## config.mk

```make
export PLATFORM = sky130hd
export DESIGN_NAME = ptw_req_decode
export DESIGN_NICKNAME = d
export VERILOG_FILES = /design/src/mem_cfg_pkg.sv /design/src/ptw_mem_pkg.sv /design/src/ptw_req_decode.sv
export SDC_FILE = /design/constraint.sdc
export NUM_CORES = 1
export LEC_CHECK = 0
export BUFFER_PORTS_ARGS = -buffer_cell sky130_fd_sc_hd__buf_2
export CAP_MARGIN = 20
export CORE_ASPECT_RATIO = 1.5
export CORE_MARGIN = 1
export CORE_UTILIZATION = 42
export CTS_BUF_LIST = sky130_fd_sc_hd__clkbuf_4 sky130_fd_sc_hd__clkbuf_8
export CTS_CLUSTER_SIZE = 8
export DETAILED_ROUTE_END_ITERATION = 16
export PLACE_DENSITY = 0.88
export SETUP_SLACK_MARGIN = 0.02
export SLEW_MARGIN = 15
export SYNTH_ARGS = -nofsm -noshare
export SYNTH_HDL_FRONTEND = slang
export SYNTH_SLANG_ARGS = --single-unit
```

## constraint.sdc

```tcl
create_clock -name clk_i -period 0.8 [get_ports clk_i]
set_input_delay 0 -clock clk_i [delete_from_list [all_inputs] [get_ports clk_i]]
set_output_delay 0 -clock clk_i [all_outputs]
set_load 0.005 [all_outputs]
```

## src/mem_cfg_pkg.sv

```systemverilog
package mem_cfg_pkg;

    // ------------------------------
    // Walker address and data widths
    // ------------------------------
    localparam int ADDR_W     = 40;  // Walker physical address
    localparam int WORD_W     = 64;  // One doubleword
    localparam int BE_W       = WORD_W / 8;

    // ------------------------------
    // Request line geometry
    // ------------------------------
    localparam int REQ_WORDS  = 2;   // Words per requester line
    localparam int LANE_W     = 1;   // Lane select bits
    localparam int OFFSET_LSB = 3;   // Doubleword offset inside the line

    // Line store, direct indexed
    localparam int ROW_W      = 6;
    localparam int ROWS       = 64;
    localparam int ROW_LSB    = OFFSET_LSB + LANE_W;  // Row field sits above the lane

    // ------------------------------
    // Line types
    // ------------------------------

    // Word w of the line holds address offset w*8
    typedef logic [REQ_WORDS-1:0][WORD_W-1:0] line_t;

    // One byte enable group per word
    typedef logic [REQ_WORDS-1:0][BE_W-1:0] be_line_t;

endpackage

```

## src/ptw_mem_pkg.sv

```systemverilog
package ptw_mem_pkg;

    // ------------------------------
    // Walker commands and operations
    // ------------------------------

    // Codes as issued by the walker
    typedef enum logic [4:0] {
        CMD_LOAD   = 5'b00000,
        CMD_AMO_OR = 5'b01010  // Sets A/D bits in a PTE
    } ptw_cmd_e;

    // What the line store actually does
    typedef enum logic {
        OP_LOAD,
        OP_AMO_OR
    } mem_op_e;

    // ------------------------------
    // Request and pipeline structs
    // ------------------------------
    typedef struct packed {
        logic [mem_cfg_pkg::ADDR_W-1:0] addr;
        ptw_cmd_e                       cmd;
        logic [mem_cfg_pkg::WORD_W-1:0] data;
    } ptw_req_t;

    typedef struct packed {
        mem_op_e                        op;
        logic [mem_cfg_pkg::ROW_W-1:0]  row;
        logic [mem_cfg_pkg::LANE_W-1:0] lane;
        mem_cfg_pkg::line_t             wdata;  // Data only in the selected lane
        mem_cfg_pkg::be_line_t          be;
    } dec_req_t;

    typedef struct packed {
        mem_cfg_pkg::line_t             rdata;  // Line before the update
        logic [mem_cfg_pkg::LANE_W-1:0] lane;
    } exe_line_t;

    // Addressed doubleword of a read line
    function automatic logic [mem_cfg_pkg::WORD_W-1:0] select_word(input exe_line_t line);
        return line.rdata[line.lane];
    endfunction

endpackage

```

## src/ptw_req_decode.sv

```systemverilog
module ptw_req_decode (
    input  logic                  clk_i,
    input  logic                  rst_n_i,
    input  logic                  req_valid_i,
    input  ptw_mem_pkg::ptw_req_t req_i,
    input  logic                  store_ready_i,
    output logic                  dec_valid_o,
    output ptw_mem_pkg::dec_req_t dec_req_o
);

    import mem_cfg_pkg::*;
    import ptw_mem_pkg::*;

    logic     accept;
    dec_req_t dec_d;
    dec_req_t dec_q;
    logic     dec_valid_q;

    assign accept = req_valid_i & store_ready_i;

    // ------------------------------
    // Command decode and lane placement
    // ------------------------------
    always_comb begin
        // Anything but the AMO-OR code is a plain load
        dec_d.op   = (req_i.cmd == CMD_AMO_OR) ? OP_AMO_OR : OP_LOAD;
        dec_d.row  = req_i.addr[ROW_LSB +: ROW_W];
        dec_d.lane = req_i.addr[OFFSET_LSB +: LANE_W];

        for (int w = 0; w < REQ_WORDS; w++) begin
            if (dec_d.lane == LANE_W'(w)) begin
                dec_d.wdata[w] = req_i.data;
                dec_d.be[w]    = (dec_d.op == OP_AMO_OR) ? '1 : '0;  // Loads write nothing
            end else begin
                dec_d.wdata[w] = '0;
                dec_d.be[w]    = '0;
            end
        end
    end

    // ------------------------------
    // Stage register
    // ------------------------------
    always_ff @(posedge clk_i or negedge rst_n_i) begin
        if (!rst_n_i) begin
            dec_valid_q <= 1'b0;
        end else begin
            dec_valid_q <= accept;
        end
    end

    always_ff @(posedge clk_i) begin
        if (accept) begin
            dec_q <= dec_d;
        end
    end

    assign dec_valid_o = dec_valid_q;
    assign dec_req_o   = dec_q;

endmodule

```

# Word-level counts from Yosys, hierarchy flattened
# Cells that the tools add are included.
dict set report word_totals {
  wordCells 12
  in_bits 113
  ff_bits 153
  out_inout_bits 153
}
dict set report classes {
  muxes 2
  n_bitwise 1
  n_eq_ne 1
}
# operator count
set ops {}
lappend ops {{$mux W8} 1}
lappend ops {{$eq A5 B4 Y1 const B} 1}
lappend ops {{$and A1 B1 Y1} 1}
lappend ops {{$mux W1} 1}

# Depth between registers and ports, before layout
# Gate-level depths: netlist of the first run.
dict set report logic_depth {
  depth_word 3
  ltp_mapped 3
  ltp_nobuf 2
}

# Worst setup path before layout of the first run
# OpenSTA, ideal clock, no wires.
dict set report synth_timing {
  path_kind {input to register}
  from {input store_ready_i}
  to {register dec_q, in the netlist dec_req_o[100], enable pin}
  stages 1
  n_path_buf 0
  t_arrival_ns 3.169
  setup_slack_ns -2.883
  required_time_ns 0.286
  cell_sequence {and2_1}
}
dict set report synth_via {
  elab_chain_len 1
}
# item line_no
set synth_lines {}
lappend synth_lines {{start, declared} ptw_req_decode.sv:6} ;# input logic store_ready_i,
lappend synth_lines {{$and A1 B1 Y1} ptw_req_decode.sv:19} ;# assign accept = req_valid_i & store_ready_i;
lappend synth_lines {{end signal, assigned} ptw_req_decode.sv:54} ;# dec_q <= dec_d;
lappend synth_lines {{end, declared} ptw_req_decode.sv:16} ;# dec_req_t dec_q;
# Every way passes these cells.
# A chain may end at the register's enable or synchronous reset.

==> impl_metrics.py, run 1 <==
metrics = {
    "setup_path": {
        "worstPathRequired_ns": 0.80,
        "path_class": "reg -> out",
        "crit_chain": "buf_2",
        "worst_path_max_delay_cell": "edfxtp_1",
        "slowest_delay_ns": 0.50,
        "critPathCaptureType": "primary output",
        "start_kind": "flop",
        "critPathTopFamily": "flip-flops",
        "worstPathArrival_ns": 1.09,
        "timing.critical_path.buf_inv": 1,
        "crit_fanout": 8,
    },
    "global_route": {
        "grt_util_all_layers": 0.186,
        "antenna_found_initial": 0,
        "first_global_vias": 3755,
        "grt_overflow": 0,
        "grt_max_degree": 72,
        "grt_pass1_wl_mm": 17.9,
    },
    "clock_tree": {
        "cts.clk_slew.worst_paths_ns": 0.08,
        "htreeDepth": 4,
        "cts_root_buf": "clkbuf_8",
        "tritoncts": "yes",
        "post-cts-setup-buffers": 0,
        "clk_path_buf_depth": 2,
        "cts_buffers": 17,
        "cts_sinks": 139,
    },
    "detailed_routing": {
        "route.met2.wl_mm": 6.71,
        "drt-pass1-iter-count": 4,
        "drtIter0Drc": 110,
        "met1Wirelength_mm": 3.90,
        "dr_wl_met3_um": 690,
        "viasPerCell": 4.45,
        "vias": 3531,
        "ant_nets": 0,
        "routed_wl_mm": 11.7,
        "post_drt_wl_per_cell_um": 14.7,
        "route.detailed.drc": 0,
        "routed.top_layer": "met4",
    },
    "flow_run": {
        "maxCapViolCount": 0,
    },
    "sta": {
        "holdWs_ns": 0.0358,
        "drv_slew": 0,
        "hold_violations": 0,
        "finalCritPeriodShare": 1.36,
        "rsz0062_at_grt": "yes",
        "fin_setup_tns_ns": -20.45,
        "max_freq_mhz": 917,
        "fin_crit_ns": 1.09,
        "setup_violations": 153,
        "worst_slew_margin_rel": 0.831,
        "setup_ws_ns": -0.290,
        "worst_slew_pin_slew_ns": 0.254,
    },
    "synthesis": {
        "synth_seq_cells": 139,
        "synth_most_common_cell": "edfxtp_1",
        "synth_area_um2": 5220,
        "synth-main-ff-cell": "edfxtp_1",
        "synthCells": 302,
        "seq_area_frac_synth": 0.798,
        "synth.distinct_cells": 14,
        "synth_area_leaders": "edfxtp_1 79%, and2_1 7.8%, nor2b_1 7.1%, buf_4 2.0%, and2b_1 0.72%",
        "synth.top_cell.area_share": 0.793,
        "ys_top_cells_by_count": "138 x edfxtp_1, 65 x and2_1, 59 x nor2b_1, 14 x buf_4, 7 x buf_2",
        "syn_avg_cell_area_um2": 17.3,
        "ys_warn_count": 0,
        "ys_async_sr_fraction": 0.00719,
        "synth-edff-count": 138,
        "yosysTopAreaCell": "edfxtp_1",
        "synth_nets": 415,
    },
    "pwr": {
        "vdd_drop_max_uv": 1980,
        "intPower_uw": 13000,
        "p_per_area_nw_per_um2": 2100,
        "combPwrFrac": 0.104,
        "p_leak_uw": 0.00310,
        "p_sw_uw": 3500,
        "p_seq_frac": 0.527,
        "clkPwrFrac": 0.368,
        "p_total_uw": 16500,
        "switching_share": 0.212,
    },
    "final_layout": {
        "layoutNonFillerInstCount": 793,
        "fill_cells": 794,
        "drive_above_1_share": 0.455,
        "area.growth.synth_to_final_pct": 50.3,
        "post-route-util": 0.650,
        "nNetsFinal": 739,
    },
    "floorplanning": {
        "fp.dieH_um": 139,
        "core_um2": 12100,
        "die_x_um": 93.0,
        "ios": 266,
        "rows": 49,
        "die_area_um2": 12900,
        "initial_core_util": 0.432,
    },
    "placed_design": {
        "hpwlAfterDp_mm": 7.85,
        "numPortBuffers": 232,
        "place_inst": 684,
        "gp_congestion": 0.740,
    },
    "status": {
        "violations": "negative setup slack",
        "status": "finished, violations left",
    },
    "min_path": {
        "hp-class": "in -> reg",
    },
}
[power groups by stage]
stage / sequential, µW / clock, µW / combinational (µW)
after floorplan: 8910 / 0 / 469
after global placement: 8820 / 0 / 1360
after detailed placement: 8840 / 0 / 1420
after CTS: 8680 / 6170 / 1720
after global routing: 8720 / 6490 / 1870
final: 8680 / 6070 / 1720
[cell families after synthesis]
kind of cell,after synthesis,synth area share
buffers and inverters,29,0.0371
AND/OR/NAND/NOR,134,0.165
flip-flops,139,0.798
[state kept, by name (all words and copies together) (netlist names)]
| signal | flops |
|---|---|
| dec_req_o | 138 |
| dec_valid_o | 1 |
[placed cells by master (no fill, tap or decap), types with 2 or more instances in the layout]
cell type	synthesis	layout
and2_1	65	64
and2b_1	5	5
buf_12	0	6
buf_2	7	231
buf_4	14	20
bufinv_16	0	4
clkbuf_8	0	17
clkinv_2	0	2
clkinv_4	0	4
dlygate4sd3_1	0	76
edfxtp_1	138	138
inv_6	0	2
nand2b_1	2	2
nor2b_1	59	59
nor4_2	2	2
[final timing paths]
| check | startpoint | endpoint | slack, ns | cells past startpoint |
|---|---|---|---|---|
| worst min-delay path | req_i[64] | dec_req_o[151] | 0.04 | 3 |
| worst max-delay path | dec_req_o[14] | dec_req_o[11] | -0.29 | 1 |
| max in group asynchronous | rst_n_i | dec_valid_o | 0.30 | 3 |
| min in group asynchronous | rst_n_i | dec_valid_o | 0.40 | 3 |
[routing by layer]
layer,up-vias,global-route usage
li1,1686,-
met1,1644,0.164
met2,170,0.364
met3,31,0.0515
met4,0,0.0955
met5,-,0
[timing repair]
action	4_1_cts	5_1_grt
resized for setup	0	0
hold endpoints to repair	138	0
endpoints found under the setup margin	153	153
hold buffers	76	0
[layout make-up]
class                           count  area [µm²]  share of cell area
Sequential cell                   139        4170               0.531
Timing Repair Buffer              333        2190               0.279
Multi-Input combinational cell    134         862               0.110
Clock buffer                       18         241              0.0308
Clock inverter                     14         194              0.0247
Tap cell                          153         191              0.0244
Inverter                            1        3.75            0.000478
Antenna cell                        1        2.50            0.000319
[through the flow]
step           cell area, µm²  setup WS (ns)
2_1_floorplan            5230         -0.626
3_3_place_gp             6650        -0.0577
3_5_place_dp             6650        -0.0703
4_1_cts                  7850         -0.329
5_1_grt                  7850         -0.372
6_report                 7850         -0.290
Note: power is estimated with default switching activity, not from simulation.
==> inputs of run 2 (changes only) <==
Settings changed: CORE_UTILIZATION 42 to 40, PLACE_DENSITY 0.88 to 0.85, TNS_END_PERCENT set to 30.
==> run 2 against run 1 <==
Compared with the run above:
- the run ends with negative hold slack, negative setup slack left
- sequential power hardly changed
- clock power is 13% lower
- design area is 1.8% lower
- sequential share of layout area is 1.0 points higher
- routed wire length is 6.1% higher
==> impl_metrics.py, run 2 (same netlist as run 1, synthesis figures left out) <==
metrics = {
    "status": {
        "status": "finished, violations left",
        "violations": "negative hold slack, negative setup slack",
    },
    "setup_path": {
        "timing.critical_path.buf_inv": 1,
        "worstPathArrival_ns": 1.06,
        "worstPathRequired_ns": 0.80,
        "worst_path_max_delay_cell": "edfxtp_1",
        "crit_chain": "buf_2",
        "crit_fanout": 8,
        "path_class": "reg -> out",
        "critPathTopFamily": "flip-flops",
        "slowest_delay_ns": 0.47,
        "start_kind": "flop",
        "critPathCaptureType": "primary output",
    },
    "detailed_routing": {
        "drt-pass1-iter-count": 4,
        "route.detailed.drc": 0,
        "vias": 3525,
        "routed_wl_mm": 12.4,
        "viasPerCell": 4.49,
        "drtIter0Drc": 153,
        "post_drt_wl_per_cell_um": 15.8,
        "ant_nets": 0,
    },
    "min_path": {
        "hp-class": "in -> reg",
        "hold_depth": 3,
        "whs_endpoint": "dec_req_o[151]",
        "worstHoldStart": "req_i[64]",
    },
    "pwr": {
        "p_per_area_nw_per_um2": 2030,
        "vdd_drop_max_uv": 1730,
        "p_leak_uw": 0.00301,
        "p_seq_frac": 0.553,
        "intPower_uw": 12000,
        "p_sw_uw": 3680,
        "switching_share": 0.235,
        "combPwrFrac": 0.108,
        "clkPwrFrac": 0.338,
    },
    "final_layout": {
        "final_common_cell": "buf_2",
        "drive_above_1_share": 0.443,
        "area.growth.synth_to_final_pct": 47.6,
        "largest_register_ffs": 138,
        "final_cell_mix": "231 x buf_2, 138 x edfxtp_1, 77 x dlygate4sd3_1",
        "post-route-util": 0.613,
        "nNetsFinal": 728,
    },
    "placed_design": {
        "numPortBuffers": 232,
        "gp_congestion": 0.770,
        "hpwlAfterDp_mm": 7.98,
    },
    "sta": {
        "rsz0062_at_grt": "yes",
        "drv_slew": 0,
        "fin_crit_ns": 1.06,
        "hold_violations": 1,
        "worst_slew_pin_slew_ns": 0.239,
        "max_freq_mhz": 940,
        "worst_slew_margin_rel": 0.838,
        "fin_setup_tns_ns": -20.89,
        "setup_violations": 154,
        "setup_ws_ns": -0.264,
        "finalCritPeriodShare": 1.33,
        "holdWs_ns": -0.0112,
    },
    "global_route": {
        "grt_overflow": 0,
        "first_global_vias": 3677,
        "grt_util_all_layers": 0.186,
        "grt_max_degree": 56,
        "grt_pass1_wl_mm": 18.3,
        "antenna_found_initial": 1,
    },
    "floorplanning": {
        "rows": 50,
        "initial_core_util": 0.415,
        "ios": 266,
        "die_x_um": 95.3,
        "fp.dieH_um": 142,
        "die_area_um2": 13500,
        "core_um2": 12600,
    },
    "clock_tree": {
        "clk_path_buf_depth": 2,
        "cts_buffers": 17,
        "cts_sinks": 139,
        "cts.clk_slew.worst_paths_ns": 0.08,
        "tritoncts": "yes",
        "htreeDepth": 4,
        "cts_hold_buf": 78,
        "cts_root_buf": "clkbuf_8",
    },
    "flow_run": {
        "maxCapViolCount": 0,
    },
}
run 2: per-layer routing:
| layer | global-route usage | wire length, µm | vias up |
|---|---|---|---|
| met5 | 0 | 0 | - |
| met4 | 0.0877 | 342 | 0 |
| met3 | 0.0529 | 726 | 21 |
| met2 | 0.359 | 7200 | 148 |
| met1 | 0.172 | 4130 | 1692 |
| li1 | - | - | 1664 |
run 2: area by class of cell:
| class | count | area, µm² |
|---|---|---|
| antenna | 1 | 2.50 |
| clock buffer | 17 | 234 |
| clock inverter | 15 | 140 |
| fill | 941 | 4870 |
| inverter | 1 | 3.75 |
| multi-input combinational | 134 | 862 |
| sequential | 139 | 4170 |
| tap | 156 | 195 |
| timing repair buffer | 322 | 2100 |
run 2: power by group through the flow:
stage                     clock, µW  combinational, µW  sequential [µW]
after floorplan                   0                469             8910
after global placement            0               1320             8810
after detailed placement          0               1390             8830
after CTS                      5470               1690             8670
after global routing           5750               1840             8720
final                          5300               1700             8670
run 2: metrics by stage:
stage / total power, µW / cell area [µm²] / std cells / setup WS (ns) / hold WS [ns]
global placement: 10100 / 6550 / 674 / -0.0789 / -0.226
floorplan: 9380 / 5230 / 302 / -0.626 / -0.296
detailed placement: 10200 / 6550 / 674 / -0.0966 / -0.224
CTS: 15800 / 7700 / 784 / -0.309 / -0.0412
finish: 15700 / 7710 / 785 / -0.264 / -0.0112
global route: 16300 / 7710 / 785 / -0.367 / -0.0313
run 2: how the worst max path moves through the flow:
stage	startpoint	endpoint	slack, ns	depth (start not counted)
CTS	dec_req_o[6]	dec_req_o[0]	-0.31	1
global placement	req_valid_i	dec_req_o[151]	-0.08	3
finish	dec_req_o[6]	dec_req_o[7]	-0.26	1
global route	dec_req_o[6]	dec_req_o[7]	-0.37	1
floorplan	req_valid_i	dec_req_o[100]	-0.63	1
detailed placement	req_valid_i	dec_req_o[140]	-0.1	3
run 2: repair_timing:
action	in CTS	in global routing
resized for setup	0	1
setup buffers	0	0
hold endpoints to repair	138	1
endpoints found under the setup margin	153	159
gates cloned	0	0
==> inputs of run 3 (changes only) <==
Settings changed: SKIP_LAST_GASP set to 1.
==> run 3 against run 2 <==
Compared with the run above:
- the run still ends with negative hold slack, negative setup slack left
- worst hold slack unchanged
- combinational power is essentially flat
- sequential share of layout area barely moved
==> impl_metrics.py, run 3 (same netlist as run 1, synthesis figures left out) <==
metrics = {
    "setup_path": {
        "cp_num_cells": 1,
        "worst_path_max_delay_cell": "edfxtp_1",
        "critPathCaptureType": "primary output",
        "worstPathRequired_ns": 0.80,
        "timing.critical_path.buf_inv": 1,
        "slowest_delay_ns": 0.47,
        "path_class": "reg -> out",
        "crit_fanout": 8,
        "worstPathArrival_ns": 1.06,
        "cp-startpoint": "dec_req_o[6]",
        "critPathTopFamily": "flip-flops",
        "crit_chain": "buf_2",
        "start_kind": "flop",
    },
    "clock_tree": {
        "cts_sinks": 139,
        "tritoncts": "yes",
        "cts_hold_buf": 78,
        "cts.clk_slew.worst_paths_ns": 0.08,
        "clk_path_buf_depth": 2,
        "post-cts-setup-buffers": 0,
        "cts_root_buf": "clkbuf_8",
        "cts_buffers": 17,
        "htreeDepth": 4,
        "cts_resized": 0,
    },
    "final_layout": {
        "final_cell_mix": "231 x buf_2, 138 x edfxtp_1, 78 x dlygate4sd3_1",
        "layoutNonFillerInstCount": 785,
        "largest_register_ffs": 138,
        "fill_cells": 941,
        "nNetsFinal": 728,
        "drive_above_1_share": 0.443,
        "area.growth.synth_to_final_pct": 47.5,
        "final_common_cell": "buf_2",
        "fin_area_um2": 7700,
    },
    "global_route": {
        "antenna_found_initial": 1,
        "grt_max_degree": 56,
        "grt_overflow": 0,
        "grt_pass1_wl_mm": 18.3,
        "first_global_vias": 3677,
        "grt_util_all_layers": 0.186,
    },
    "sta": {
        "fin_setup_tns_ns": -21.01,
        "fin_crit_ns": 1.06,
        "finalCritPeriodShare": 1.33,
        "rsz0062_at_grt": "yes",
        "worst_slew_margin_rel": 0.838,
        "setup_ws_ns": -0.264,
        "drv_slew": 0,
        "hold_violations": 1,
        "max_freq_mhz": 940,
        "holdWs_ns": -0.0112,
        "setup_violations": 157,
        "worst_slew_pin_slew_ns": 0.239,
    },
    "floorplanning": {
        "rows": 50,
        "core_um2": 12600,
        "die_area_um2": 13500,
        "ios": 266,
        "fp.dieH_um": 142,
        "die_x_um": 95.3,
        "initial_core_util": 0.415,
    },
    "pwr": {
        "p_sw_uw": 3680,
        "switching_share": 0.235,
        "clkPwrFrac": 0.338,
        "p_per_area_nw_per_um2": 2030,
        "combPwrFrac": 0.108,
        "intPower_uw": 12000,
        "p_total_uw": 15700,
        "vdd_drop_max_uv": 1730,
        "p_leak_uw": 0.00300,
        "p_seq_frac": 0.553,
    },
    "placed_design": {
        "hpwlAfterDp_mm": 7.98,
        "place_ws_ns": -0.0966,
        "numPortBuffers": 232,
        "placed_area_um2": 6550,
        "gp_congestion": 0.770,
        "place_inst": 674,
    },
    "detailed_routing": {
        "viasPerCell": 4.49,
        "routed_wl_mm": 12.4,
        "vias": 3526,
        "post_drt_wl_per_cell_um": 15.8,
        "route.detailed.drc": 0,
        "ant_nets": 0,
        "drt-pass1-iter-count": 4,
        "drtIter0Drc": 153,
    },
    "status": {
        "status": "finished, violations left",
        "violations": "negative hold slack, negative setup slack",
    },
    "min_path": {
        "worstHoldStart": "req_i[64]",
        "hp-class": "in -> reg",
        "hold_depth": 3,
    },
    "flow_run": {
        "maxCapViolCount": 0,
    },
}
[run 3: timing repair]
item | CTS | global route
hold endpoints to repair | 138 | 1
cloned | 0 | 0
endpoints found under the setup margin | 153 | 159
[run 3: power by group through the flow]
stage	combinational (µW)	sequential, µW	clock (µW)
after floorplan	469	8910	0
after global placement	1320	8810	0
after detailed placement	1390	8830	0
after CTS	1690	8670	5470
after global routing	1840	8720	5750
final	1700	8670	5300
[run 3: path summary, 6_finish.rpt]
path / end
setup / recovery: dec_req_o[7]
hold / removal: dec_req_o[151]
max in group asynchronous: dec_valid_o
min in group asynchronous: dec_valid_o
[run 3: routing by layer]
metal / vias to the layer above / GRT usage / part of all wire
met5: - / 0 / 0
met4: 0 / 0.0877 / 0.028
met1: 1693 / 0.172 / 0.33
met2: 148 / 0.359 / 0.58
met3: 21 / 0.0529 / 0.058
li1: 1664 / - / -
[run 3: area by class of cell]
cell class                 instances  area, µm²  share of cell area
antenna                            1       2.50            0.000325
inverter                           1       3.75            0.000487
sequential                       139       4170               0.541
timing repair buffer             322       2100               0.272
tap                              156        195              0.0253
clock inverter                    15        140              0.0182
multi-input combinational        134        862               0.112
clock buffer                      17        234              0.0304
[run 3: stage by stage]
stage / utilization / hold slack [ns]
after global routing: 0.613 / -0.0313
after CTS: 0.612 / -0.0412
after floorplan: - / -0.296
after detailed placement: 0.521 / -0.224
after global placement: 0.521 / -0.226
final: 0.613 / -0.0112
