`config.mk`:
```
export PLATFORM = sky130hd
export DESIGN_NAME = word_result
export DESIGN_NICKNAME = d
export VERILOG_FILES = /design/src/mem_cfg_pkg.sv /design/src/ptw_mem_pkg.sv /design/src/word_result.sv
export SDC_FILE = /design/constraint.sdc
export NUM_CORES = 1
export LEC_CHECK = 0
export BUFFER_PORTS_ARGS = -buffer_cell sky130_fd_sc_hd__buf_2
export CAP_MARGIN = 20
export CORE_ASPECT_RATIO = 1.75
export CORE_UTILIZATION = 38
export CTS_CLUSTER_DIAMETER = 40
export DETAILED_ROUTE_END_ITERATION = 7
export HOLD_SLACK_MARGIN = 0.06
export PLACE_DENSITY_LB_ADDON = 0.25
export SLEW_MARGIN = 20
export SYNTH_ARGS = -nofsm -noshare
export SYNTH_HDL_FRONTEND = slang
export SYNTH_SLANG_ARGS = --single-unit
```
`constraint.sdc`:
```
create_clock -name clk_i -period 0.8 [get_ports clk_i]
set_input_delay 0.12 -clock clk_i [delete_from_list [all_inputs] [get_ports clk_i]]
set_output_delay 0.12 -clock clk_i [all_outputs]
set_load 0.02 [all_outputs]
```
`src/mem_cfg_pkg.sv`:
```
package mem_cfg_pkg;

    // ------------------------------
    // Walker address and data widths
    // ------------------------------
    localparam int ADDR_W     = 40;  // Walker physical address
    localparam int WORD_W     = 64;  // One doubleword
    localparam int BE_W       = WORD_W / 8;

    // ------------------------------
    // Request line geometry
    // ------------------------------
    localparam int REQ_WORDS  = 2;   // Words per requester line
    localparam int LANE_W     = 1;   // Lane select bits
    localparam int OFFSET_LSB = 3;   // Doubleword offset inside the line

    // Line store, direct indexed
    localparam int ROW_W      = 6;
    localparam int ROWS       = 64;
    localparam int ROW_LSB    = OFFSET_LSB + LANE_W;  // Row field sits above the lane

    // ------------------------------
    // Line types
    // ------------------------------

    // Word w of the line holds address offset w*8
    typedef logic [REQ_WORDS-1:0][WORD_W-1:0] line_t;

    // One byte enable group per word
    typedef logic [REQ_WORDS-1:0][BE_W-1:0] be_line_t;

endpackage

```
`src/ptw_mem_pkg.sv`:
```
package ptw_mem_pkg;

    // ------------------------------
    // Walker commands and operations
    // ------------------------------

    // Codes as issued by the walker
    typedef enum logic [4:0] {
        CMD_LOAD   = 5'b00000,
        CMD_AMO_OR = 5'b01010  // Sets A/D bits in a PTE
    } ptw_cmd_e;

    // What the line store actually does
    typedef enum logic {
        OP_LOAD,
        OP_AMO_OR
    } mem_op_e;

    // ------------------------------
    // Request and pipeline structs
    // ------------------------------
    typedef struct packed {
        logic [mem_cfg_pkg::ADDR_W-1:0] addr;
        ptw_cmd_e                       cmd;
        logic [mem_cfg_pkg::WORD_W-1:0] data;
    } ptw_req_t;

    typedef struct packed {
        mem_op_e                        op;
        logic [mem_cfg_pkg::ROW_W-1:0]  row;
        logic [mem_cfg_pkg::LANE_W-1:0] lane;
        mem_cfg_pkg::line_t             wdata;  // Data only in the selected lane
        mem_cfg_pkg::be_line_t          be;
    } dec_req_t;

    typedef struct packed {
        mem_cfg_pkg::line_t             rdata;  // Line before the update
        logic [mem_cfg_pkg::LANE_W-1:0] lane;
    } exe_line_t;

    // Addressed doubleword of a read line
    function automatic logic [mem_cfg_pkg::WORD_W-1:0] select_word(input exe_line_t line);
        return line.rdata[line.lane];
    endfunction

endpackage

```
`src/word_result.sv`:
```
module word_result (
    input  logic                             clk_i,
    input  logic                             rst_n_i,
    input  logic                             line_valid_i,
    input  ptw_mem_pkg::exe_line_t           line_i,
    output logic                             rsp_valid_o,
    output logic [mem_cfg_pkg::WORD_W-1:0]   rsp_data_o
);

    import mem_cfg_pkg::*;
    import ptw_mem_pkg::*;

    logic              rsp_valid_q;
    logic [WORD_W-1:0] rsp_data_q;

    // ------------------------------
    // Response register
    // ------------------------------
    always_ff @(posedge clk_i or negedge rst_n_i) begin
        if (!rst_n_i) begin
            rsp_valid_q <= 1'b0;
        end else begin
            rsp_valid_q <= line_valid_i;  // Single cycle pulse, no back-pressure
        end
    end

    // Lane picks the doubleword, as the decode placed it
    always_ff @(posedge clk_i) begin
        if (line_valid_i) begin
            rsp_data_q <= select_word(line_i);
        end
    end

    assign rsp_valid_o = rsp_valid_q;
    assign rsp_data_o  = rsp_data_q;

endmodule

```
**After elaboration in Yosys (flattened, before gate mapping)**

Index checks and enable logic that the tools add are counted.
Widths: inputs -> output; s select.

- Bits of input ports: 132
- Word-level logic and storage cells: 5
- Output and inout bits: 65
- Register bits: 65

- Magnitude comparators: 1
- Muxes and demuxes: 2

Operators with widths:

| kind | count |
|---|---|
| $mux 64 | 2 |
| $lt 1x2->1 const B | 1 |

**Longest topological paths before layout**

Gate-level depths: netlist (run 1).

- Depth in word-level cells: 2
- Depth in mapped cells: 3
- Mapped depth without buffers: 1

**Worst setup path after synthesis (run 1)**

Ideal clock, no wire load.

- Path type: input to register
- Start: input port line_i[0] (netlist name)
- End: register rsp_data_q[10], in the netlist rsp_data_o[10] (data pin)
- Data required time: 0.540 ns
- Path slack: -0.186 ns
- Data arrival time: 0.725 ns
- Cell stages on the path: 3
- Buffers on the path: 2
- Setup time: 0.260 ns
- Cells stage by stage: buf_6 -> buf_12 -> mux2_4

- Longest elaborated chain between the ends: 2

RTL lines:

| what | RTL line | text |
|---|---|---|
| from (decl) | word_result.sv:5 | `input ptw_mem_pkg::exe_line_t line_i,` |
| $mux 64 (implied by the code) (2 in series) | ptw_mem_pkg.sv:43 | `return line.rdata[line.lane];` |
| to (signal assigned) | word_result.sv:30 | `rsp_data_q <= select_word(line_i);` |
| to (decl) | word_result.sv:14 | `logic [WORD_W-1:0] rsp_data_q;` |

No other way between the ends. The select of a mux whose other input is x is not followed.
A chain may end at the register's enable or synchronous reset.

**Worst setup path after layout (run 1)**

- Start: register rsp_data_q[20], in the netlist rsp_data_o[20]
- End: output port rsp_data_o[20] (netlist name)

RTL lines:

| what | RTL line | text |
|---|---|---|
| to (decl) | word_result.sv:7 | `output logic [mem_cfg_pkg::WORD_W-1:0] rsp_data_o` |

No word-level cell between the ends.

==> out/qor.txt, run 1 <==
die height: 120 um
Worst Setup SP: rsp_data_o[20]$_DFFE_PP_
Crit. End Element: output port
worst slew pin tran: 194 ps
Final Max Tran Viols: 0
post-synthesis compound-gate area fraction: 0
Die X: 69.4 um
cell area power density: 2050 mW/mm^2
most frequent cells after synthesis: edfxtp_1 (64), mux2_4 (60), buf_12 (6), mux2_2 (4)
Placed Instances: 421
Crit path max-delay family: flip-flops
crit-path max FO: 1
core area: 0.00762 sq mm
library cells used by synthesis: 6
WL/cell: 16.1 um
crit path DAT: 880 ps
DR pass1 iterations: 4
setup_tns: -10350 ps
CTS tree: done
Clk network pwr share: 0.353
status: complete, but fails checks
Leak: 2.19 nW
Inserted Clock Buffers: 9
post-synth top area cell: edfxtp_1
slowest CP cell: edfxtp_1
min Tclk post-route: 1000 ps
Pint: 7.21 mW
pin count of the biggest net entering global routing: 32
EDFF count, synth: 64
Syn Std Cell Area: 0.00302 sq mm
#FFs+latches synth: 65
Via density: 4.70
Max-cap violations: 0
CP max stage delay: 410 ps
Yosys top cell area share: 0.635
Worst setup SP type: flip-flop
unrepaired setup endpoints after global routing: true
Mapped Nets: 268
ANT nets after route: 0
first-pass GRT wire length: 10600 um
fraction of layout cells with a size suffix above 1: 0.805
Setup WS pre-CTS: -311 ps
Switch Pwr: 2.23 mW
H-tree depth: 3
Seq pwr share: 0.448
Finish-stage setup viols: 65
worst-case vdd ir drop: 1140 uV
Synth async-reset ratio: 0.0154
Final Hold Viols: 0
Worst Path Required: 680 ps
GRT Util Overall: 0.172
slack of the critical path: -200 ps
Most used DFF post-synth: edfxtp_1
Post-Synth XOR/XNOR Area: 0
port bufs: 196
Final Power: 9.43 mW
Sw Ratio: 0.236
failing checks: setup timing
Boundary Pins: 197
FMAX: 1000 MHz
HP Class: primary input to flip-flop
initial antenna violation count: 1
Starting Density: 0.397
largest cells by area after synthesis: edfxtp_1 (64%), mux2_4 (30%), buf_12 (4.0%)
yosys warns: 0
combinational power share: 0.199
CTS Sinks: 65
vias: 2052
Post-Route WL: 7040 um
fin nets: 477
period utilization: 1.25
Seq/Total Area, Yosys: 0.644
CP bufs+invs: 1
post-synthesis mux area share: 0.313
largest family of logic cells by synthesized area: multiplexers
cell with the most instances after synthesis: edfxtp_1
Syn Area/Cell: 22.2 sq um
clk slew on worst S/H paths: 50 ps
Die ar.: 0.00833 sq mm
Area Growth Syn to Fin: 52.4%
adder-cell share of the synthesized area: 0
Non-Filler Instances: 437
critical path class: flip-flop to output port
hold_sp: line_i[50]
# diodes: 0
DP HPWL: 5390 um
row cnt: 42
initial drt markers: 84
Clock Tree Root: clkbuf_16
vias in the first global route: 2218
Overflow after GRT: 0
cell breakdown of the critical path: buf_6
Longest Clk Path Bufs: 2
worst relative slew slack: 0.871
gpl congestion: 0.711
simple-gate area share of the yosys netlist: 0
DRC viols: 0
Mapped Cells: 136
layout make-up:
cell class,instances,area [sq um]
flip-flops and latches,65,1950
well taps,88,110
fillers,613,3010
clock inverters,5,23.8
repair buffers,205,1350
clock buffers,10,229
multi-input cells,64,946
stage by stage:
| stage | hold WS [ps] | utilization | area, sq um |
|---|---|---|---|
| 2_1_floorplan | -176 | - | 3030 |
| 5_1_grt | 84.4 | 0.605 | 4610 |
| 4_1_cts | 78.4 | 0.592 | 4510 |
| 3_5_place_dp | -103 | 0.538 | 4100 |
| 3_3_place_gp | -105 | 0.538 | 4100 |
| 6_report | 96.0 | 0.605 | 4610 |
flip-flops by register name, summed over array words and instances (netlist names):
register and flops:
rsp_data_o 64, rsp_valid_o 1
cells in the final DEF, fill, tap and decap left out:
cell type	n
dfrtp_1	1
buf_4	5
clkbuf_1	1
mux2_2	4
buf_6	40
dlygate4sd3_1	1
buf_12	4
clkinv_1	1
edfxtp_1	64
clkinv_2	4
mux2_4	60
clkbuf_16	9
buf_2	155
final timing paths:
kind                       slack (ps)                        to  cells past startpoint
max in group asynchronous         610     rsp_valid_o$_DFF_PN0_                      2
min in group asynchronous         110     rsp_valid_o$_DFF_PN0_                      2
hold / removal                    100  rsp_data_o[49]$_DFFE_PP_                      2
setup / recovery                 -200            rsp_data_o[20]                      1
power by group through the flow:
stage                     registers (mW)  logic, mW  clock network [mW]
after floorplan                     4.67      0.552                   0
after global placement              4.24       1.65                   0
after detailed placement            4.25       1.68                   0
after CTS                           4.22       1.81                3.42
after global routing                4.26       1.97                3.58
final                               4.23       1.88                3.33
metal layers:
metal	share of wire	track usage
met1	0.31	0.166
met2	0.59	0.312
met3	0.083	0.0596
met4	0.020	0.0982
met5	0.0018	0
kinds of logic after synthesis:
group	count (synthesis)
buf+inv	7
mux	64
flops	65
what timing repair did:
| item | in CTS | in global routing |
|---|---|---|
| endpoints found under the hold margin | 1 | 0 |
| setup endpoints to repair | 65 | 65 |
| setup buffers | 0 | 0 |
| hold buffers | 1 | 0 |
| gates resized for setup | 48 | 32 |
Note: power is estimated with default switching activity, not from simulation.
==> run 2, diff against run 1 <==
--- a/config.mk
+++ b/config.mk
@@ -13,6 +13,7 @@
 export DETAILED_ROUTE_END_ITERATION = 7
 export HOLD_SLACK_MARGIN = 0.06
 export PLACE_DENSITY_LB_ADDON = 0.25
+export REMOVE_ABC_BUFFERS = 1
 export SLEW_MARGIN = 20
 export SYNTH_ARGS = -nofsm -noshare
 export SYNTH_HDL_FRONTEND = slang
==> constraint.sdc (replaced) <==
create_clock -name clk_i -period 0.9 [get_ports clk_i]
set_input_delay 0.135 -clock clk_i [delete_from_list [all_inputs] [get_ports clk_i]]
set_output_delay 0.135 -clock clk_i [all_outputs]
set_load 0.02 [all_outputs]
==> run 2 against run 1 <==
Net effect:
- the run still ends with setup timing left
- first-iteration DRC count is 4.8% lower
- sequential cell count is the same
- critical path depth did not move
- global-route usage decreased by 0.12 points
- cell count increased by 0.23%
- setup slack improved by 93 ps
- largest cell class unchanged
- clock power rose by 11%
- sequential power decreased by 11%
- power is 3.1% lower
==> out/qor.txt, run 2 (same netlist as run 1, synthesis figures left out) <==
# Post-CTS Setup Buffers: 0 (unchanged)
slack of the critical path: -107 ps (+92.8 ps)
# diodes: 0 (unchanged)
Final Hold Viols: 0 (unchanged)
unrepaired setup endpoints after global routing: true
cell area power density: 1940 mW/mm^2 (-5.4%)
ANT nets after route: 0 (unchanged)
Finish-stage setup viols: 65 (unchanged)
row cnt: 42 (unchanged)
Longest Clk Path Bufs: 2 (unchanged)
WL/cell: 15.7 um (-2.6%)
status: complete, but fails checks
Crit. End Element: output port
CP max stage delay: 400 ps (about the same)
crit path DAT: 870 ps (about the same)
Clk network pwr share: 0.403 (+0.050)
commonest cells after routing, fill and taps aside: buf_2 (151), edfxtp_1 (64), mux2_4 (60)
H-tree depth: 3 (unchanged)
Hold Crit Depth: 2 (unchanged)
Via density: 4.57 (-2.7%)
worst relative slew slack: 0.887 (+0.0159)
DR pass1 iterations: 2 (-2)
Boundary Pins: 197 (unchanged)
FMAX: 993 MHz
failing checks: setup timing
Switch Pwr: 2.00 mW (-10%)
finished layout cell area: 0.00472 sq mm (+2.4%)
critical path class: flip-flop to output port
Max-cap violations: 0 (unchanged)
initial drt markers: 80 (-4.8%)
Crit path max-delay family: flip-flops
Pint: 7.14 mW (-0.96%)
Clock Tree Root: clkbuf_16
CTS tree: done
worst-case vdd ir drop: 1280 uV (+12%)
port bufs: 196 (unchanged)
most common cell after layout, fill and taps aside: buf_2
Die ar.: 0.00833 sq mm (unchanged)
Worst setup SP type: flip-flop
Starting Density: 0.397 (unchanged)
CTS Sinks: 65 (unchanged)
worst slew pin tran: 170 ps (-23.9 ps)
Setup WS pre-CTS: -209 ps (+102 ps)
vias in the first global route: 2169 (-2.2%)
initial antenna violation count: 0 (-1)
cell breakdown of the critical path: buf_6
vias: 2001 (-2.5%)
pin count of the biggest net entering global routing: 31 (-3.1%)
Die X: 69.4 um (unchanged)
max reg flops: 64 (unchanged)
Sw Ratio: 0.219 (-0.0170)
min Tclk post-route: 1010 ps
Area Growth Syn to Fin: 56.1%
period utilization: 1.12
CP bufs+invs: 1 (unchanged)
fraction of layout cells with a size suffix above 1: 0.809 (+0.00341)
DRC viols: 0 (unchanged)
cell count along the critical path: 1 (unchanged)
fin nets: 477 (unchanged)
Seq pwr share: 0.412 (-0.036)
core area: 0.00762 sq mm (unchanged)
Post-Route WL: 6870 um (-2.4%)
die height: 120 um (unchanged)
crit-path max FO: 1 (unchanged)
DP HPWL: 5280 um (-2.1%)
HP Class: primary input to flip-flop
first-pass GRT wire length: 10500 um (-1.4%)
placed cell areas: 0.00411 sq mm (+0.31%)
gpl congestion: 0.752 (+5.8%)
Final Max Tran Viols: 0 (unchanged)
GRT Util Overall: 0.171 (-0.00125)
Worst Path Required: 760 ps (+80 ps)
Leak: 2.24 nW (+2.1%)
worst hold margin: 108 ps (+12.2 ps)
clk slew on worst S/H paths: 50 ps (about the same)
slowest CP cell: edfxtp_1
Inserted Clock Buffers: 9 (unchanged)
combinational power share: 0.185 (-0.014)
Overflow after GRT: 0 (unchanged)
## run 2: cell types whose count changed in the layout (fill, tap and decap cells not counted), sizes merged
cell / change
clkbuf: +5
clkinv: -5
bufinv: +1
## run 2: metal layers
metal | global-route usage | share of wire | vias up
met1 | 0.164 | 0.31 | 921
li1 | - | - | 955
met2 | 0.310 | 0.58 | 109
met3 | 0.0563 | 0.077 | 16
met5 | 0 | 0 | -
met4 | 0.105 | 0.033 | 0
## run 2: power by group through the flow
stage	Clock [mW]	Combinational [mW]	Sequential, mW
finish	3.69	1.69	3.76
detailed placement	0	1.50	3.77
global route	3.90	1.78	3.79
floorplan	0	0.363	4.15
global placement	0	1.47	3.77
CTS	3.79	1.60	3.74
## run 2: stage by stage
stage | TNS (ps) | total power [mW] | utilization | std cells
after CTS | -6070 | 9.13 | 0.601 | 438
after floorplan | 0 | 4.52 | - | 129
after global routing | -7080 | 9.47 | 0.620 | 438
final | -5010 | 9.14 | 0.620 | 438
after global placement | -10420 | 5.24 | 0.539 | 421
after detailed placement | -11220 | 5.27 | 0.539 | 421
## run 2: final cells by class
cell class / instances / area (sq um)
Fill cell: 601 / 2900
Clock inverter: 1 / 30.0
Clock buffer: 15 / 298
Multi-Input combinational cell: 64 / 946
Tap cell: 88 / 110
Timing Repair Buffer: 205 / 1390
Sequential cell: 65 / 1950
## run 2: final timing paths
check,slack [ps],start,to
min in group asynchronous,120,rst_n_i,rsp_valid_o$_DFF_PN0_
worst max-delay path,-110,rsp_data_o[14]$_DFFE_PP_,rsp_data_o[14]
max in group asynchronous,700,rst_n_i,rsp_valid_o$_DFF_PN0_
worst min-delay path,110,line_i[45],rsp_data_o[44]$_DFFE_PP_
## run 2: repair_timing
item,in CTS,in global routing
setup endpoints to repair,65,65
endpoints found under the hold margin,1,0
hold buffers,1,0
resized for setup,42,47
==> run 3, diff against run 2 <==
--- a/config.mk
+++ b/config.mk
@@ -12,7 +12,7 @@
 export CTS_CLUSTER_DIAMETER = 40
 export DETAILED_ROUTE_END_ITERATION = 7
 export HOLD_SLACK_MARGIN = 0.06
-export PLACE_DENSITY_LB_ADDON = 0.25
+export PLACE_DENSITY = 0.76
 export REMOVE_ABC_BUFFERS = 1
 export SLEW_MARGIN = 20
 export SYNTH_ARGS = -nofsm -noshare
==> run 3 against run 2 <==
Net effect:
- the flow still finishes with violations (setup timing)
- worst hold slack better by 1.7 ps
- combinational power about the same
- critical path depth unchanged
- sequential cell count unchanged
- critical path type unchanged
- largest cell class unchanged
- highest routed layer unchanged
==> out/qor.txt, run 3 (same netlist as run 1, synthesis figures left out) <==
Seq pwr share: 0.452 (+0.040)
CTS tree: done
port bufs: 196 (unchanged)
initial antenna violation count: 0 (unchanged)
crit path to: rsp_data_o[9]
min Tclk post-route: 1010 ps (+7.24 ps)
status: complete, but fails checks
Clk network pwr share: 0.348 (-0.055)
H-tree depth: 3 (unchanged)
pin count of the biggest net entering global routing: 33 (+6.5%)
Switch Pwr: 1.94 mW (-3.1%)
slowest CP cell: edfxtp_1
worst slew pin tran: 244 ps (+73.9 ps)
die height: 120 um (unchanged)
vias: 1974 (-1.3%)
Clock Tree Root: clkbuf_16
Post-Route WL: 6830 um (-0.68%)
Setup WS pre-CTS: -242 ps (-32.4 ps)
cell breakdown of the critical path: buf_6
Crit path max-delay family: flip-flops
Final Max Tran Viols: 0 (unchanged)
CP bufs+invs: 1 (unchanged)
failing checks: setup timing
Boundary Pins: 197 (unchanged)
Worst setup SP type: flip-flop
fin nets: 475 (-0.42%)
commonest cells after routing, fill and taps aside: buf_2 (154), edfxtp_1 (64), mux2_4 (60)
core area: 0.00762 sq mm (unchanged)
Worst Setup SP: rsp_data_o[9]$_DFFE_PP_
gpl congestion: 0.775 (+3.1%)
ANT nets after route: 0 (unchanged)
Via density: 4.55 (-0.44%)
CP max stage delay: 410 ps (about the same)
worst hold margin: 110 ps (+1.68 ps)
# Post-CTS Setup Buffers: 0 (unchanged)
Die ar.: 0.00833 sq mm (unchanged)
worst relative slew slack: 0.838 (-0.0493)
placed cell areas: 0.00408 sq mm (-0.67%)
Leak: 2.17 nW (-2.9%)
Area Growth Syn to Fin: 51.8%
Finish-stage setup viols: 65 (unchanged)
Sw Ratio: 0.232 (+0.0134)
fraction of layout cells with a size suffix above 1: 0.795 (-0.0138)
critical path class: flip-flop to output port
HP Class: primary input to async pin
Overflow after GRT: 0 (unchanged)
CTS Sinks: 65 (unchanged)
worst-case vdd ir drop: 1300 uV (+1.7%)
DR pass1 iterations: 4 (+2)
Final Hold Viols: 0 (unchanged)
most common cell after layout, fill and taps aside: buf_2
DP HPWL: 5240 um (-0.62%)
combinational power share: 0.200 (+0.015)
first-pass GRT wire length: 10000 um (-4.2%)
period utilization: 1.13 (+0.00805)
slack of the critical path: -114 ps (-7.25 ps)
cell area power density: 1820 mW/mm^2 (-6.1%)
Starting Density: 0.397 (unchanged)
WL/cell: 15.7 um (+0.23%)
# diodes: 0 (unchanged)
DRC viols: 0 (unchanged)
Max-cap violations: 0 (unchanged)
initial drt markers: 83 (+3.8%)
unrepaired setup endpoints after global routing: true
Inserted Clock Buffers: 9 (unchanged)
post-route core utilization: 0.603 (-0.0171)
crit path DAT: 880 ps (about the same)
finished layout cell area: 0.00459 sq mm (-2.8%)
crit-path max FO: 1 (unchanged)
Pint: 6.41 mW (-10%)
GRT Util Overall: 0.164 (-0.00668)
row cnt: 42 (unchanged)
FMAX: 986 MHz (-0.71%)
cell count along the critical path: 1 (unchanged)
clk slew on worst S/H paths: 50 ps (about the same)
Crit. End Element: output port
Worst Path Required: 760 ps (about the same)
Die X: 69.4 um (unchanged)
Longest Clk Path Bufs: 2 (unchanged)
vias in the first global route: 1955 (-9.9%)
max reg flops: 64 (unchanged)
[run 3: changes by cell type in the layout (fill, tap and decap cells not counted)]
cell	before	now
clkbuf_8	5	0
buf_2	151	154
buf_6	44	41
clkbuf_1	1	3
clkinv_1	0	2
buf_12	5	4
buf_4	4	3
bufinv_16	1	0
[run 3: cell type report]
class | instances | area, sq um
Tap cell | 88 | 110
Clock inverter | 2 | 7.51
Sequential cell | 65 | 1950
Timing Repair Buffer | 203 | 1350
Clock buffer | 12 | 236
Fill cell | 599 | 3030
Multi-Input combinational cell | 64 | 946
[run 3: power by group through the flow]
stage / clock network, mW / registers (mW) / logic [mW]
floorplan: 0 / 4.15 / 0.363
global placement: 0 / 3.77 / 1.46
detailed placement: 0 / 3.78 / 1.49
CTS: 2.96 / 3.76 / 1.62
global route: 3.09 / 3.79 / 1.76
finish: 2.91 / 3.77 / 1.67
[run 3: per-stage QoR]
step                      total power [mW]  setup TNS (ps)  std cells
after floorplan                       4.52               0        129
after global placement                5.23          -11430        419
after detailed placement              5.27          -12380        419
after CTS                             8.33           -6010        434
after global routing                  8.64           -7100        434
final                                 8.35           -5050        434
[run 3: worst min path at each step]
stage	end	slack [ps]	cells after the start
floorplan	rsp_valid_o$_DFF_PN0_	-160	0
global placement	rsp_valid_o$_DFF_PN0_	-90	1
detailed placement	rsp_valid_o$_DFF_PN0_	-90	1
CTS	rsp_valid_o$_DFF_PN0_	100	2
global route	rsp_data_o[32]$_DFFE_PP_	100	2
finish	rsp_valid_o$_DFF_PN0_	110	2
[run 3: repair_timing]
item,in CTS,in global routing
endpoints found under the setup margin,65,65
hold endpoints to repair,1,0
resized for setup,54,28
hold buffers,1,0
[run 3: layer usage]
metal	wire length (um)	GRT usage
met2	3910	0.294
met5	0	0
met4	233	0.0969
met1	2270	0.162
met3	413	0.0537
